==> config.mk <==
export PLATFORM = sky130hd
export DESIGN_NAME = rv_pipeline
export DESIGN_NICKNAME = d
export VERILOG_FILES = /design/src/hw/rv_pkg.sv /design/src/hw/decode_unit.sv /design/src/hw/execute_unit.sv /design/src/hw/fetch_unit.sv /design/src/hw/mem_access.sv /design/src/hw/reg_file.sv /design/src/hw/rv_pipeline.sv
export SDC_FILE = /design/constraint.sdc
export NUM_CORES = 2
export LEC_CHECK = 0
export BUFFER_PORTS_ARGS = -buffer_cell sky130_fd_sc_hd__buf_2
export CAP_MARGIN = 5
export CORE_ASPECT_RATIO = 0.9
export CORE_MARGIN = 2
export CORE_UTILIZATION = 40
export DETAILED_ROUTE_END_ITERATION = 7
export PLACE_DENSITY_LB_ADDON = 0.08
export SLEW_MARGIN = 20
export SYNTH_ARGS = -nofsm -noshare
export SYNTH_HDL_FRONTEND = slang
export SYNTH_SLANG_ARGS = --single-unit
==> constraint.sdc <==
create_clock -name clk -period 13.17 [get_ports clk]
set_clock_uncertainty 0.05 [all_clocks]
set_input_delay 1.317 -clock clk [delete_from_list [all_inputs] [get_ports clk]]
set_output_delay 1.317 -clock clk [all_outputs]
set_load 0.005 [all_outputs]
==> src/hw/rv_pkg.sv <==
package rv_pkg;

    localparam int XLEN       = 32;
    localparam int REG_ADDR_W = 5;
    localparam int NUM_REGS   = 32;

    localparam logic [XLEN-1:0] RESET_PC  = 32'h0000_0000;
    localparam logic [XLEN-1:0] NOP_INSTR = 32'h0000_0013; // addi x0, x0, 0

    // kept opcodes
    localparam logic [6:0] OP_IMM   = 7'b0010011;
    localparam logic [6:0] OP_REG   = 7'b0110011;
    localparam logic [6:0] OP_LUI   = 7'b0110111;
    localparam logic [6:0] OP_LOAD  = 7'b0000011;
    localparam logic [6:0] OP_STORE = 7'b0100011;

    // load and store size / sign
    localparam logic [2:0] F3_B  = 3'b000;
    localparam logic [2:0] F3_H  = 3'b001;
    localparam logic [2:0] F3_W  = 3'b010;
    localparam logic [2:0] F3_BU = 3'b100;
    localparam logic [2:0] F3_HU = 3'b101;

    localparam int ALU_OP_W = 3;
    localparam logic [ALU_OP_W-1:0] ALU_ADD = 3'd0;
    localparam logic [ALU_OP_W-1:0] ALU_SUB = 3'd1;
    localparam logic [ALU_OP_W-1:0] ALU_SLL = 3'd2;
    localparam logic [ALU_OP_W-1:0] ALU_SRL = 3'd3;
    localparam logic [ALU_OP_W-1:0] ALU_SRA = 3'd4;
    localparam logic [ALU_OP_W-1:0] ALU_AND = 3'd5;
    localparam logic [ALU_OP_W-1:0] ALU_OR  = 3'd6;
    localparam logic [ALU_OP_W-1:0] ALU_XOR = 3'd7;

    // one instruction word, four field layouts
    typedef union packed {
        struct packed {
            logic [6:0]            funct7;
            logic [REG_ADDR_W-1:0] rs2;
            logic [REG_ADDR_W-1:0] rs1;
            logic [2:0]            funct3;
            logic [REG_ADDR_W-1:0] rd;
            logic [6:0]            opcode;
        } r;
        struct packed {
            logic [11:0]           imm;
            logic [REG_ADDR_W-1:0] rs1;
            logic [2:0]            funct3;
            logic [REG_ADDR_W-1:0] rd;
            logic [6:0]            opcode;
        } i;
        struct packed {
            logic [6:0]            imm_hi;
            logic [REG_ADDR_W-1:0] rs2;
            logic [REG_ADDR_W-1:0] rs1;
            logic [2:0]            funct3;
            logic [4:0]            imm_lo;
            logic [6:0]            opcode;
        } s;
        struct packed {
            logic [19:0]           imm;
            logic [REG_ADDR_W-1:0] rd;
            logic [6:0]            opcode;
        } u;
    } instr_t;

endpackage

==> src/hw/decode_unit.sv <==
module decode_unit (
    input  logic                            clk,
    input  logic                            reset,
    input  logic                            advance,
    input  rv_pkg::instr_t                  id_instr,
    input  logic [rv_pkg::REG_ADDR_W-1:0]   wb_rd,
    input  logic                            wb_reg_write,
    input  logic [rv_pkg::XLEN-1:0]         wb_data,
    output logic [rv_pkg::REG_ADDR_W-1:0]   ex_rs1,
    output logic [rv_pkg::REG_ADDR_W-1:0]   ex_rs2,
    output logic [rv_pkg::REG_ADDR_W-1:0]   ex_rd,
    output logic [rv_pkg::XLEN-1:0]         ex_a,
    output logic [rv_pkg::XLEN-1:0]         ex_b,
    output logic [rv_pkg::XLEN-1:0]         ex_imm,
    output logic                            ex_use_imm,
    output logic                            ex_is_lui,
    output logic                            ex_reg_write,
    output logic                            ex_mem_read,
    output logic                            ex_mem_write,
    output logic [rv_pkg::ALU_OP_W-1:0]     ex_alu_op,
    output logic [2:0]                      ex_funct3
);

    logic [rv_pkg::XLEN-1:0]     rs1_data, rs2_data, imm;
    logic [rv_pkg::ALU_OP_W-1:0] alu_op;
    logic [2:0]                  funct3;
    logic [6:0]                  funct7;
    logic                        is_reg, f7_ok, arith_ok;
    logic                        use_imm, is_lui, reg_write, mem_read, mem_write;

    reg_file i_reg_file (
        .clk      (clk),
        .reset    (reset),
        .rs1_addr (id_instr.r.rs1),
        .rs2_addr (id_instr.r.rs2),
        .wr_addr  (wb_rd),
        .wr_en    (wb_reg_write),
        .wr_data  (wb_data),
        .rs1_data (rs1_data),
        .rs2_data (rs2_data)
    );

    assign funct3 = id_instr.r.funct3;
    assign funct7 = id_instr.r.funct7;
    assign is_reg = (id_instr.r.opcode == rv_pkg::OP_REG);

    // funct7 only matters for register ops and immediate shifts
    assign f7_ok = !(is_reg || funct3 == 3'b001 || funct3 == 3'b101)
                   || funct7 == 7'b0000000
                   || (funct7 == 7'b0100000 && (funct3 == 3'b101 || (is_reg && funct3 == 3'b000)));

    always_comb
    begin
        arith_ok = f7_ok;
        alu_op   = rv_pkg::ALU_ADD;
        case (funct3)
            3'b000:  alu_op = (is_reg && funct7[5]) ? rv_pkg::ALU_SUB : rv_pkg::ALU_ADD;
            3'b001:  alu_op = rv_pkg::ALU_SLL;
            3'b100:  alu_op = rv_pkg::ALU_XOR;
            3'b101:  alu_op = funct7[5] ? rv_pkg::ALU_SRA : rv_pkg::ALU_SRL;
            3'b110:  alu_op = rv_pkg::ALU_OR;
            3'b111:  alu_op = rv_pkg::ALU_AND;
            default: arith_ok = 1'b0; // slt forms become no-ops
        endcase
        if (!is_reg && id_instr.r.opcode != rv_pkg::OP_IMM)
        begin
            alu_op = rv_pkg::ALU_ADD; // loads and stores only add the offset
        end
    end

    always_comb
    begin
        imm       = '0;
        use_imm   = 1'b0;
        is_lui    = 1'b0;
        reg_write = 1'b0;
        mem_read  = 1'b0;
        mem_write = 1'b0;
        case (id_instr.r.opcode)
            rv_pkg::OP_IMM:
            begin
                imm       = {{20{id_instr.i.imm[11]}}, id_instr.i.imm};
                use_imm   = 1'b1;
                reg_write = arith_ok;
            end
            rv_pkg::OP_REG:
                reg_write = arith_ok;
            rv_pkg::OP_LUI:
            begin
                imm       = {id_instr.u.imm, 12'h000};
                is_lui    = 1'b1;
                reg_write = 1'b1;
            end
            rv_pkg::OP_LOAD:
            begin
                imm       = {{20{id_instr.i.imm[11]}}, id_instr.i.imm};
                use_imm   = 1'b1;
                mem_read  = funct3 inside {rv_pkg::F3_B, rv_pkg::F3_H, rv_pkg::F3_W,
                                           rv_pkg::F3_BU, rv_pkg::F3_HU};
                reg_write = mem_read;
            end
            rv_pkg::OP_STORE:
            begin
                imm       = {{20{id_instr.s.imm_hi[6]}}, id_instr.s.imm_hi, id_instr.s.imm_lo};
                use_imm   = 1'b1;
                mem_write = funct3 inside {rv_pkg::F3_B, rv_pkg::F3_H, rv_pkg::F3_W};
            end
            default: ; // anything else is a bubble
        endcase
    end

    // ID/EX control
    always_ff @(posedge clk)
    begin
        if (reset)
        begin
            ex_reg_write <= 1'b0;
            ex_mem_read  <= 1'b0;
            ex_mem_write <= 1'b0;
        end
        else if (advance)
        begin
            ex_reg_write <= reg_write;
            ex_mem_read  <= mem_read;
            ex_mem_write <= mem_write;
        end
    end

    // ID/EX payload
    always_ff @(posedge clk)
    begin
        if (advance)
        begin
            ex_rs1     <= id_instr.r.rs1;
            ex_rs2     <= id_instr.r.rs2;
            ex_rd      <= id_instr.r.rd;
            ex_a       <= rs1_data;
            ex_b       <= rs2_data;
            ex_imm     <= imm;
            ex_use_imm <= use_imm;
            ex_is_lui  <= is_lui;
            ex_alu_op  <= alu_op;
            ex_funct3  <= funct3;
        end
    end

endmodule

==> src/hw/execute_unit.sv <==
module execute_unit (
    input  logic                          clk,
    input  logic                          reset,
    input  logic                          advance,
    input  logic [rv_pkg::REG_ADDR_W-1:0] ex_rs1,
    input  logic [rv_pkg::REG_ADDR_W-1:0] ex_rs2,
    input  logic [rv_pkg::REG_ADDR_W-1:0] ex_rd,
    input  logic [rv_pkg::XLEN-1:0]       ex_a,
    input  logic [rv_pkg::XLEN-1:0]       ex_b,
    input  logic [rv_pkg::XLEN-1:0]       ex_imm,
    input  logic                          ex_use_imm,
    input  logic                          ex_is_lui,
    input  logic                          ex_reg_write,
    input  logic                          ex_mem_read,
    input  logic                          ex_mem_write,
    input  logic [rv_pkg::ALU_OP_W-1:0]   ex_alu_op,
    input  logic [2:0]                    ex_funct3,
    input  logic [rv_pkg::REG_ADDR_W-1:0] wb_rd,
    input  logic                          wb_reg_write,
    input  logic [rv_pkg::XLEN-1:0]       mem_result,
    input  logic [rv_pkg::XLEN-1:0]       wb_data,
    output logic [rv_pkg::REG_ADDR_W-1:0] mem_rd,
    output logic                          mem_reg_write,
    output logic                          mem_read,
    output logic                          mem_write,
    output logic [rv_pkg::XLEN-1:0]       mem_alu,
    output logic [rv_pkg::XLEN-1:0]       mem_store_data,
    output logic [2:0]                    mem_funct3
);

    logic [rv_pkg::XLEN-1:0] op_a, op_b, src_b, alu_out, result;

    // newest producer wins, MEM before WB
    function automatic logic [rv_pkg::XLEN-1:0] fwd(input logic [4:0] idx,
                                                   input logic [rv_pkg::XLEN-1:0] id_val);
        if (idx != '0 && mem_reg_write && idx == mem_rd)
            return mem_result;
        if (idx != '0 && wb_reg_write && idx == wb_rd)
            return wb_data;
        return id_val;
    endfunction

    always_comb
    begin
        op_a  = fwd(ex_rs1, ex_a);
        op_b  = fwd(ex_rs2, ex_b); // also the store data
        src_b = ex_use_imm ? ex_imm : op_b;
        case (ex_alu_op)
            rv_pkg::ALU_ADD: alu_out = op_a + src_b;
            rv_pkg::ALU_SUB: alu_out = op_a - src_b;
            rv_pkg::ALU_SLL: alu_out = op_a << src_b[4:0];
            rv_pkg::ALU_SRL: alu_out = op_a >> src_b[4:0];
            rv_pkg::ALU_SRA: alu_out = $signed(op_a) >>> src_b[4:0];
            rv_pkg::ALU_AND: alu_out = op_a & src_b;
            rv_pkg::ALU_OR:  alu_out = op_a | src_b;
            default:         alu_out = op_a ^ src_b;
        endcase
        result = ex_is_lui ? ex_imm : alu_out;
    end

    // EX/MEM control
    always_ff @(posedge clk)
    begin
        if (reset)
        begin
            mem_reg_write <= 1'b0;
            mem_read      <= 1'b0;
            mem_write     <= 1'b0;
        end
        else if (advance)
        begin
            mem_reg_write <= ex_reg_write;
            mem_read      <= ex_mem_read;
            mem_write     <= ex_mem_write;
        end
    end

    always_ff @(posedge clk)
    begin
        if (advance)
        begin
            mem_rd         <= ex_rd;
            mem_alu        <= result;
            mem_store_data <= op_b;
            mem_funct3     <= ex_funct3;
        end
    end

endmodule

==> src/hw/fetch_unit.sv <==
module fetch_unit (
    input  logic                    clk,
    input  logic                    reset,
    input  logic                    advance,
    input  rv_pkg::instr_t          inst_rdata,
    output logic                    inst_read,
    output logic [rv_pkg::XLEN-1:0] inst_addr,
    output rv_pkg::instr_t          id_instr
);

    // fetch runs every cycle once out of reset
    assign inst_read = ~reset;

    always_ff @(posedge clk)
    begin
        if (reset)
        begin
            inst_addr <= rv_pkg::RESET_PC;
        end
        else if (advance)
        begin
            inst_addr <= inst_addr + 32'd4; // no redirects, strictly sequential
        end
    end

    // IF/ID instruction register
    always_ff @(posedge clk)
    begin
        if (reset)
        begin
            id_instr <= rv_pkg::NOP_INSTR;
        end
        else if (advance)
        begin
            id_instr <= inst_rdata;
        end
    end

endmodule

==> src/hw/mem_access.sv <==
module mem_access (
    input  logic                          clk,
    input  logic                          reset,
    input  logic                          inst_resp,
    input  logic                          data_resp,
    input  logic [rv_pkg::XLEN-1:0]       data_rdata,
    input  logic [rv_pkg::REG_ADDR_W-1:0] mem_rd,
    input  logic                          mem_reg_write,
    input  logic                          mem_read,
    input  logic                          mem_write,
    input  logic [rv_pkg::XLEN-1:0]       mem_alu,
    input  logic [rv_pkg::XLEN-1:0]       mem_store_data,
    input  logic [2:0]                    mem_funct3,
    output logic                          advance,
    output logic                          data_read,
    output logic                          data_write,
    output logic [rv_pkg::XLEN-1:0]       data_addr,
    output logic [rv_pkg::XLEN-1:0]       data_wdata,
    output logic [3:0]                    data_mbe,
    output logic [rv_pkg::XLEN-1:0]       mem_result,
    output logic [rv_pkg::REG_ADDR_W-1:0] wb_rd,
    output logic                          wb_reg_write,
    output logic [rv_pkg::XLEN-1:0]       wb_data
);

    logic [1:0]              offset;
    logic [rv_pkg::XLEN-1:0] byte_word, load_val;
    logic [15:0]             half;

    // whole pipe holds until both ports are satisfied
    assign advance = inst_resp & (data_resp | ~(data_read | data_write));

    assign data_read  = mem_read;
    assign data_write = mem_write;
    assign data_addr  = {mem_alu[rv_pkg::XLEN-1:2], 2'b00};
    assign offset     = mem_alu[1:0];

    // store lane placement
    always_comb
    begin
        data_mbe   = 4'b0000;
        data_wdata = mem_store_data;
        if (mem_write)
        begin
            case (mem_funct3)
                rv_pkg::F3_B:
                begin
                    data_mbe   = 4'b0001 << offset;
                    data_wdata = {24'b0, mem_store_data[7:0]} << {offset, 3'b000};
                end
                rv_pkg::F3_H:
                begin
                    data_mbe   = offset[1] ? 4'b1100 : 4'b0011;
                    data_wdata = {16'b0, mem_store_data[15:0]} << {offset[1], 4'b0000};
                end
                default:
                    data_mbe = 4'b1111; // sw
            endcase
        end
    end

    // load lane extraction
    assign byte_word = data_rdata >> {offset, 3'b000};
    assign half      = offset[1] ? data_rdata[31:16] : data_rdata[15:0];

    always_comb
    begin
        case (mem_funct3)
            rv_pkg::F3_B:  load_val = {{24{byte_word[7]}}, byte_word[7:0]};
            rv_pkg::F3_BU: load_val = {24'b0, byte_word[7:0]};
            rv_pkg::F3_H:  load_val = {{16{half[15]}}, half};
            rv_pkg::F3_HU: load_val = {16'b0, half};
            default:       load_val = data_rdata;
        endcase
    end

    assign mem_result = mem_read ? load_val : mem_alu; // also feeds EX forwarding

    // MEM/WB
    always_ff @(posedge clk)
    begin
        if (reset)
        begin
            wb_reg_write <= 1'b0;
        end
        else if (advance)
        begin
            wb_reg_write <= mem_reg_write;
        end
    end

    always_ff @(posedge clk)
    begin
        if (advance)
        begin
            wb_rd   <= mem_rd;
            wb_data <= mem_result;
        end
    end

endmodule

==> src/hw/reg_file.sv <==
module reg_file (
    input  logic                          clk,
    input  logic                          reset,
    input  logic [rv_pkg::REG_ADDR_W-1:0] rs1_addr,
    input  logic [rv_pkg::REG_ADDR_W-1:0] rs2_addr,
    input  logic [rv_pkg::REG_ADDR_W-1:0] wr_addr,
    input  logic                          wr_en,
    input  logic [rv_pkg::XLEN-1:0]       wr_data,
    output logic [rv_pkg::XLEN-1:0]       rs1_data,
    output logic [rv_pkg::XLEN-1:0]       rs2_data
);

    logic [rv_pkg::XLEN-1:0] regs [rv_pkg::NUM_REGS];

    always_ff @(posedge clk)
    begin
        if (reset)
        begin
            for (int i = 0; i < rv_pkg::NUM_REGS; i++)
            begin
                regs[i] <= '0;
            end
        end
        else if (wr_en && wr_addr != '0)
        begin
            regs[wr_addr] <= wr_data;
        end
    end

    // write-through so decode sees the value landing this edge
    function automatic logic [rv_pkg::XLEN-1:0] read_port(input logic [4:0] addr);
        if (addr == '0)
            return '0;
        if (wr_en && wr_addr == addr)
            return wr_data;
        return regs[addr];
    endfunction

    always_comb
    begin
        rs1_data = read_port(rs1_addr);
        rs2_data = read_port(rs2_addr);
    end

endmodule

==> src/hw/rv_pipeline.sv <==
module rv_pipeline (
    input  logic                    clk,
    input  logic                    reset,
    input  logic                    inst_resp,
    input  logic                    data_resp,
    input  logic [rv_pkg::XLEN-1:0] inst_rdata,
    input  logic [rv_pkg::XLEN-1:0] data_rdata,
    output logic                    inst_read,
    output logic                    data_read,
    output logic                    data_write,
    output logic [rv_pkg::XLEN-1:0] inst_addr,
    output logic [rv_pkg::XLEN-1:0] data_addr,
    output logic [rv_pkg::XLEN-1:0] data_wdata,
    output logic [3:0]              data_mbe
);

    logic                          advance;
    rv_pkg::instr_t                id_instr;

    // ID/EX
    logic [rv_pkg::REG_ADDR_W-1:0] ex_rs1, ex_rs2, ex_rd;
    logic [rv_pkg::XLEN-1:0]       ex_a, ex_b, ex_imm;
    logic                          ex_use_imm, ex_is_lui, ex_reg_write;
    logic                          ex_mem_read, ex_mem_write;
    logic [rv_pkg::ALU_OP_W-1:0]   ex_alu_op;
    logic [2:0]                    ex_funct3;

    // EX/MEM
    logic [rv_pkg::REG_ADDR_W-1:0] mem_rd;
    logic                          mem_reg_write, mem_read, mem_write;
    logic [rv_pkg::XLEN-1:0]       mem_alu, mem_store_data, mem_result;
    logic [2:0]                    mem_funct3;

    // MEM/WB
    logic [rv_pkg::REG_ADDR_W-1:0] wb_rd;
    logic                          wb_reg_write;
    logic [rv_pkg::XLEN-1:0]       wb_data;

    fetch_unit i_fetch_unit (
        .clk(clk), .reset(reset), .advance(advance),
        .inst_rdata(inst_rdata), .inst_read(inst_read), .inst_addr(inst_addr),
        .id_instr(id_instr)
    );

    decode_unit i_decode_unit (
        .clk(clk), .reset(reset), .advance(advance), .id_instr(id_instr),
        .wb_rd(wb_rd), .wb_reg_write(wb_reg_write), .wb_data(wb_data),
        .ex_rs1(ex_rs1), .ex_rs2(ex_rs2), .ex_rd(ex_rd),
        .ex_a(ex_a), .ex_b(ex_b), .ex_imm(ex_imm),
        .ex_use_imm(ex_use_imm), .ex_is_lui(ex_is_lui), .ex_reg_write(ex_reg_write),
        .ex_mem_read(ex_mem_read), .ex_mem_write(ex_mem_write),
        .ex_alu_op(ex_alu_op), .ex_funct3(ex_funct3)
    );

    execute_unit i_execute_unit (
        .clk(clk), .reset(reset), .advance(advance),
        .ex_rs1(ex_rs1), .ex_rs2(ex_rs2), .ex_rd(ex_rd),
        .ex_a(ex_a), .ex_b(ex_b), .ex_imm(ex_imm),
        .ex_use_imm(ex_use_imm), .ex_is_lui(ex_is_lui), .ex_reg_write(ex_reg_write),
        .ex_mem_read(ex_mem_read), .ex_mem_write(ex_mem_write),
        .ex_alu_op(ex_alu_op), .ex_funct3(ex_funct3),
        .wb_rd(wb_rd), .wb_reg_write(wb_reg_write),
        .mem_result(mem_result), .wb_data(wb_data),
        .mem_rd(mem_rd), .mem_reg_write(mem_reg_write),
        .mem_read(mem_read), .mem_write(mem_write),
        .mem_alu(mem_alu), .mem_store_data(mem_store_data), .mem_funct3(mem_funct3)
    );

    mem_access i_mem_access (
        .clk(clk), .reset(reset),
        .inst_resp(inst_resp), .data_resp(data_resp), .data_rdata(data_rdata),
        .mem_rd(mem_rd), .mem_reg_write(mem_reg_write),
        .mem_read(mem_read), .mem_write(mem_write),
        .mem_alu(mem_alu), .mem_store_data(mem_store_data), .mem_funct3(mem_funct3),
        .advance(advance), .data_read(data_read), .data_write(data_write),
        .data_addr(data_addr), .data_wdata(data_wdata), .data_mbe(data_mbe),
        .mem_result(mem_result),
        .wb_rd(wb_rd), .wb_reg_write(wb_reg_write), .wb_data(wb_data)
    );

endmodule

Yosys cells after proc, flatten, opt, wreduce, memory -nomap -nowiden
Memories as Yosys holds them, arrays and structs flattened. A register that Yosys moved wholly into a read port is not among the register bits.
Cells that the tools add are included.
Operators by class
  bitwise logic cells: 8
  div/mod/pow operators: 0
  $lt $le $gt $ge: 0
  mux-type cells: 61
  shifts and indexed selects: 7
  reductions and logical operators: 38
  $mul: 0
  add/sub/neg operators: 3
  eq/ne operators: 28
Operators with widths (number)
  $mux 32: 21
  $pmux 32 s7: 1
  $pmux 32 s4: 1
  $pmux 32 s3: 1
  $pmux 32 s2: 1
  $add 32x3->32 const B: 1
  $add 32x32->32: 1
  $and 32x32->32: 1
  $or 32x32->32: 1
  $reduce_or 32->1: 1
  $shl 16x5->32: 1
  $shl 32x5->32: 1
  $shl 8x5->32: 1
  $shr 32x5->32: 1
  $shr 32x5->8: 1
  $sshr 32x5->32: 1
  $sub 32x32->32: 1
  $xor 32x32->32: 1
  $eq 5x5->1: 6
  $eq 7x6->1 const B: 4
  $eq 3x3->1 const B: 9
  $mux 5: 5
  $mux 1: 24
  $reduce_bool 5->1: 4
  25 further kinds: 55
Storage, ports and cells
  input bits: 68
  bits in latches: 0
  output and inout port bits: 103
  ROM bits: 0
  memory bits (writable): 1024
  memories kept: 1
  bits in registers: 299
  word-level logic and storage cells: 171
Memory list
  i_decode_unit.i_reg_file.regs: words 32, bits a word 32, rd ports 2, clocked after memory_dff 2, wr ports 32, line reg_file.sv:13  | logic [rv_pkg::XLEN-1:0] regs [rv_pkg::NUM_REGS];

Longest topological paths before layout
  depth in word-level cells: 11
  depth in mapped cells: 28
  gate-level depth less buffers: 25

Modules after synthesis
Synthesis repeated with hierarchy kept, for this count alone.
Unflattened totals
  cells, all modules: 6462
  area total of the unflattened synthesis: 78252.6 µm²
By module, submodules not included
  reg_file: seq. area each 30749.5 µm², instances 1, cells an instance 3797, area each 55056.6 µm²
  execute_unit: seq. area each 2222.1 µm², instances 1, cells an instance 1829, area each 13247.7 µm²
  decode_unit: seq. area each 3633.5 µm², instances 1, cells an instance 217, area each 4275.4 µm²
  mem_access: seq. area each 1131.1 µm², instances 1, cells an instance 342, area each 3021.6 µm²
  fetch_unit: seq. area each 1241.2 µm², instances 1, cells an instance 277, area each 2651.3 µm²

Worst setup path after synthesis
OpenSTA, ideal clock, no wires.
  path type: input to register
  from: input data_resp
  to: register i_decode_unit.ex_a[0] (netlist bit), enable pin
  library setup time: 0.680 ns
  cell stages on the path: 4
  setup slack: 4.269 ns
  arrival time: 8.171 ns
  path buffers: 2
  data required time: 12.440 ns
  cell sequence: o21ai_0 > inv_1 > clkbuf_1 > buf_1
On the way
  longest elaborated chain between the ends: 2
Ends and longest elaborated chain
  from (decl): line rv_pipeline.sv:5  | input logic data_resp,
  $or 1x1->1: line mem_access.sv:31  | assign advance = inst_resp & (data_resp | ~(data_read | data_write));
  $and 1x1->1: line mem_access.sv:31
  net advance: line rv_pipeline.sv:17  | logic advance;
  to (signal assigned): line decode_unit.sv:137  | ex_a <= rs1_data;
  to (decl): line decode_unit.sv:12  | output logic [rv_pkg::XLEN-1:0] ex_a,
The timed path passes the listed nets, and every way through them passes these cells.
A chain may end at the register's enable or synchronous reset.

Final worst setup path
  from: register i_decode_unit.ex_rs2[3] (netlist bit)
  to: register i_execute_unit.mem_alu[26] (netlist bit) (data pin)
On the way
  longest elaborated chain between the ends: 11
  elaborated cells between the ends (all ways): 24
  classes of those cells: 2 x add/sub; 2 x eq/ne; 3 x shift; 9 x mux; 3 x bitwise; 5 x reduce/logical
Ends and longest elaborated chain
  from (decl): line decode_unit.sv:10  | output logic [rv_pkg::REG_ADDR_W-1:0] ex_rs2,
  from (signal assigned): line decode_unit.sv:135  | ex_rs2 <= id_instr.r.rs2;
  $reduce_bool 5->1: line execute_unit.sv:36, execute_unit.sv:38
  $logic_and 1x1->1 (2 in series): line execute_unit.sv:38  | if (idx != '0 && wb_reg_write && idx == wb_rd)
  $mux 1 (2 in series): line execute_unit.sv:38
  $mux 32: line execute_unit.sv:40  | return id_val;
  $mux 32 (*): line execute_unit.sv:38
  $mux 32 (*): line execute_unit.sv:47  | src_b = ex_use_imm ? ex_imm : op_b;
  $sub 32x32->32, or another cell as far along: line execute_unit.sv:50  | rv_pkg::ALU_SUB: alu_out = op_a - src_b;
  $pmux 32 s7 (*): line execute_unit.sv:48  | case (ex_alu_op)
  $mux 32 (*): line execute_unit.sv:58  | result = ex_is_lui ? ex_imm : alu_out;
  net i_execute_unit.result (one bit): line execute_unit.sv:31  | logic [rv_pkg::XLEN-1:0] op_a, op_b, src_b, alu_out, result;
  to (signal assigned): line execute_unit.sv:83  | mem_alu <= result;
  to (decl): line execute_unit.sv:26  | output logic [rv_pkg::XLEN-1:0] mem_alu,
The timed path passes the listed nets; every way through them passes the cells marked *. The select of a mux whose other input is x is not followed.

==> flow_results.xml <==
<?xml version="1.0" encoding="UTF-8"?>
<metrics>
  <group name="final_layout">
    <metric name="layout-area-overhead-vs-synth" unit="%">11.8</metric>
    <metric name="fraction_of_layout_cells_with_a_size_suffix_above_1" unit="%">23.5</metric>
    <metric name="design.final.nets" unit="">5931</metric>
    <metric name="final_design_area_no_fill" unit="um2">85500</metric>
  </group>
  <group name="route">
    <metric name="drtAntennaViolNets" unit="">0</metric>
    <metric name="vias_per_cell" unit="">6.24</metric>
    <metric name="vias" unit="">52631</metric>
    <metric name="drt-pass1-iter-count" unit="">8</metric>
    <metric name="first_iter_violations" unit="">7132</metric>
    <metric name="routed_wl" unit="um">300000</metric>
    <metric name="mean_routed_wirelength_per_cell" unit="um">35.5</metric>
    <metric name="drc" unit="">0</metric>
  </group>
  <group name="worst_setup_path">
    <metric name="timing.critical_path.arrival" unit="ns">8.68</metric>
    <metric name="end_kind" unit="">flip-flop</metric>
    <metric name="cp_data_required_time" unit="ns">13.66</metric>
    <metric name="critical_path_peak_fanout" unit="">54</metric>
    <metric name="critPathKind" unit="">reg -&gt; reg</metric>
    <metric name="critical-path-max-stage-delay" unit="ns">0.89</metric>
    <metric name="critical_path.top_delay_family" unit="">compound AO/OA/AOI/OAI gates</metric>
    <metric name="cp.buffers_inverters" unit="">3</metric>
    <metric name="crit_path_start_kind" unit="">flip-flop</metric>
    <metric name="cell_chain_of_the_critical_path" unit="">nor4_1, o21ai_0, nand4_1, buf_4, nand2_1, o211ai_1, buf_4, buf_4, nand2_1, nor2_1, nor2_1, xnor2_1, ha_1, a21o_1, a21oi_1, nor3b_1, o41ai_1, o41ai_1, a41o_1, a21oi_1, xnor2_1, o221ai_1, a2111oi_0, a21oi_1</metric>
    <metric name="crit_path_top_delay_cell" unit="">o41ai_1</metric>
  </group>
  <group name="sta">
    <metric name="final_period_minus_worst_setup_slack" unit="ns">8.18</metric>
    <metric name="timing.final.max_slew_violations" unit="">0</metric>
    <metric name="worstMarginPinSlew" unit="ns">1.17</metric>
    <metric name="max_clock_freq" unit="GHz">0.122</metric>
    <metric name="layout_worst_path_cycle_share" unit="%">62.1</metric>
    <metric name="timing_hold_violations_final" unit="">0</metric>
    <metric name="whs" unit="ns">0.371</metric>
    <metric name="rsz0062_at_grt" unit="">no</metric>
    <metric name="finalSetupViolCount" unit="">0</metric>
    <metric name="final.setup.tns" unit="ns">0</metric>
    <metric name="max-slew-margin-rel" unit="%">21.5</metric>
  </group>
  <group name="placed_design">
    <metric name="post-dp-hpwl" unit="um">192000</metric>
    <metric name="finalWeightedCongestion" unit="">0.982</metric>
    <metric name="placement.cell_area" unit="um2">80700</metric>
    <metric name="buffer_ports.inserted" unit="">166</metric>
  </group>
  <group name="cts">
    <metric name="cts_root_buf" unit="">clkbuf_16</metric>
    <metric name="post_cts.repair.setup_buffers" unit="">0</metric>
    <metric name="clk_transition_reported_paths" unit="ns">0.06</metric>
    <metric name="tritoncts_num_sinks" unit="">1331</metric>
    <metric name="post_cts_hold_buffer_count" unit="">0</metric>
    <metric name="cts_buffer_depth" unit="">3</metric>
    <metric name="cts_repair_resize_count" unit="">0</metric>
    <metric name="cts_tree" unit="">done</metric>
    <metric name="clk-insertion-delay-late" unit="ns">0.82</metric>
    <metric name="cts-buffers-inserted" unit="">156</metric>
    <metric name="h-tree-depth" unit="">4</metric>
  </group>
  <group name="synth">
    <metric name="synthFlopType" unit="">edfxtp_1</metric>
    <metric name="ys_ff_latch" unit="">1331</metric>
    <metric name="ys_seq_area_share" unit="%">51.2</metric>
    <metric name="netlist-cell-type-count" unit="">90</metric>
    <metric name="synth-edff-count" unit="">1252</metric>
    <metric name="postSynthAreaPerCell" unit="um2">13.2</metric>
    <metric name="asyncSetResetFlopFracSynth" unit="%">0</metric>
    <metric name="mappedNetlistArea" unit="um2">76500</metric>
    <metric name="postSynthCellCount" unit="">5775</metric>
    <metric name="synth.yosys.warnings" unit="">0</metric>
  </group>
  <group name="floorplanning">
    <metric name="core_region_area" unit="um2">190000</metric>
    <metric name="die_height" unit="um">419</metric>
    <metric name="placementRows" unit="">152</metric>
    <metric name="floorplan.initialDensity" unit="%">40.2</metric>
    <metric name="die-area" unit="um2">195000</metric>
    <metric name="floorplan.die.width" unit="um">465</metric>
    <metric name="io_pins" unit="">171</metric>
  </group>
  <group name="status">
    <metric name="run_status" unit="">finished clean</metric>
  </group>
  <group name="global_routing">
    <metric name="first_global_vias" unit="">51401</metric>
    <metric name="globalRouteTotalUtil" unit="%">30.5</metric>
    <metric name="grt_antenna_before_repair" unit="">24</metric>
    <metric name="grt_start_max_net_pins" unit="">166</metric>
    <metric name="grt_util_met1" unit="%">45.4</metric>
    <metric name="use_met2" unit="%">45.7</metric>
    <metric name="globalRouteOverflowTotal" unit="">0</metric>
    <metric name="grt_use_met3" unit="%">5.96</metric>
    <metric name="busiest_layer" unit="">met2</metric>
    <metric name="grt_first_pass_wirelength" unit="um">417000</metric>
  </group>
  <group name="flow_run">
    <metric name="maxCapViolCount" unit="">0</metric>
  </group>
  <group name="hold_path">
    <metric name="timing.hold.worst.class" unit="">reg -&gt; reg</metric>
  </group>
  <group name="pwr">
    <metric name="irDropWorstVdd" unit="mV">0.118</metric>
    <metric name="power.density_cell_area" unit="nW/um2">135</metric>
    <metric name="total_leakage_power" unit="nW">30.0</metric>
  </group>
</metrics>
## registers in the layout (all words and copies together) (netlist names), 5 cells and up, named ones only
signal	cells
i_decode_unit.ex_b	32
i_execute_unit.mem_store_data	32
i_mem_access.wb_rd	5
i_decode_unit.ex_a	32
i_fetch_unit.id_instr	32
i_decode_unit.ex_imm	32
i_mem_access.wb_data	32
i_decode_unit.ex_rs1	5
i_execute_unit.mem_alu	32
i_decode_unit.i_reg_file.regs	1024
i_execute_unit.mem_rd	5
i_fetch_unit.inst_addr	30
i_decode_unit.ex_rs2	5
i_decode_unit.ex_rd	5
## worst paths after layout
| check | start | to | slack, ns | cells after the start |
|---|---|---|---|---|
| worst max-delay path | i_decode_unit.ex_rs2[3]$_DFFE_PP_ | i_execute_unit.mem_alu[26]$_DFFE_PP_ | 4.99 | 24 |
| worst min-delay path | i_decode_unit.ex_funct3[0]$_DFFE_PP_ | i_execute_unit.mem_funct3[0]$_DFFE_PP_ | 0.37 | 0 |
| worst max register to register | i_decode_unit.ex_rs2[3]$_DFFE_PP_ | i_execute_unit.mem_alu[26]$_DFFE_PP_ | 4.99 | 24 |
| worst min register to register | i_decode_unit.ex_funct3[0]$_DFFE_PP_ | i_execute_unit.mem_funct3[0]$_DFFE_PP_ | 0.37 | 0 |
## per-stage QoR
| step | cells | util, % | power (mW) | setup WS, ns |
|---|---|---|---|---|
| 6_report | 8437 | 44.9 | 11.5 | 4.99 |
| 5_1_grt | 8431 | 44.9 | 11.9 | 4.68 |
| 4_1_cts | 8429 | 44.9 | 11.5 | 5.32 |
| 3_5_place_dp | 8146 | 42.4 | 7.35 | 5.28 |
| 3_3_place_gp | 8137 | 42.3 | 7.36 | 5.31 |
| 2_1_floorplan | 5810 | - | 6.39 | 4.27 |
## final cells by class
| type | instances | area, um2 |
|---|---|---|
| well taps | 2541 | 3180 |
| repair buffers | 365 | 2500 |
| clock buffers | 209 | 4170 |
| diodes | 7 | 17.5 |
| clock inverters | 74 | 628 |
| inverters | 111 | 428 |
| multi-input cells | 3799 | 35400 |
| fillers | 17002 | 105000 |
| flip-flops and latches | 1331 | 39200 |
## Yosys cell counts, drive strengths merged, types with 13 or more instances
cell,count,share of area (%)
a22oi,30,0.29
o211ai,26,0.26
nand3,43,0.29
o21a,13,0.13
a221oi,27,0.33
edfxtp,1252,49
nand2b,23,0.19
ha,98,1.6
a31oi,22,0.18
a21o,45,0.44
mux4,641,19
o21ai,251,1.6
a21oi,165,1.1
mux2,52,0.77
nor3,188,1.3
nor3b,18,0.18
clkbuf,419,2.1
o22ai,22,0.18
or3,25,0.20
inv,110,0.54
dfxtp,79,2.1
a22o,15,0.17
a211oi,85,0.84
nor2,266,1.3
nand2,302,1.5
nand4,18,0.15
and2,863,7.1
mux2i,246,3.2
xnor2,63,0.72
xor2,47,0.54
buf,150,0.97
## layout by cell type, fill, tap and decap left out, types with 63 or more instances in the layout
| cell type | netlist | routed |
|---|---|---|
| a211oi_1 | 84 | 84 |
| nor2_1 | 265 | 232 |
| inv_1 | 106 | 103 |
| mux4_2 | 641 | 641 |
| mux2i_1 | 245 | 242 |
| ha_1 | 98 | 98 |
| edfxtp_1 | 1252 | 1252 |
| buf_2 | 24 | 165 |
| clkbuf_16 | 0 | 159 |
| a21oi_1 | 165 | 165 |
| nand2_1 | 301 | 299 |
| xnor2_1 | 63 | 63 |
| nor3_1 | 186 | 185 |
| o21ai_0 | 247 | 213 |
| buf_4 | 36 | 186 |
| dfxtp_1 | 79 | 69 |
| and2_1 | 863 | 863 |
## per-layer routing
metal | share of wire [%] | vias to the layer above
li1 | - | 22036
met1 | 44 | 27835
met2 | 45 | 2401
met3 | 8.5 | 357
met4 | 2.6 | 2
met5 | 0.0037 | -
## cells by family (layout without fill, tap and decap cells)
kind of cell / count (synthesis) / after routing / share of synthesized area (%)
and+or+nand+nor: 1816 / 1816 / 12.8
muxes: 939 / 939 / 22.9
DFF: 1331 / 1331 / 51.2
other: 1 / 43 / 0.00490
xor gates and xnor gates: 110 / 110 / 1.26
adders and majority gates: 99 / 99 / 1.63
AOI/OAI and AO/OA: 799 / 799 / 6.69
buffers and inverters: 680 / 759 / 3.57
## power by group
group / internal [mW] / leakage (nW) / switching (mW)
Combinational: 0.788 / 14.2 / 1.49
Clock: 2.36 / 2.33 / 1.85
Sequential: 4.85 / 13.5 / 0.194
Total: 8.00 / 30.0 / 3.53
No activity file was read; power rests on OpenSTA's default activity.
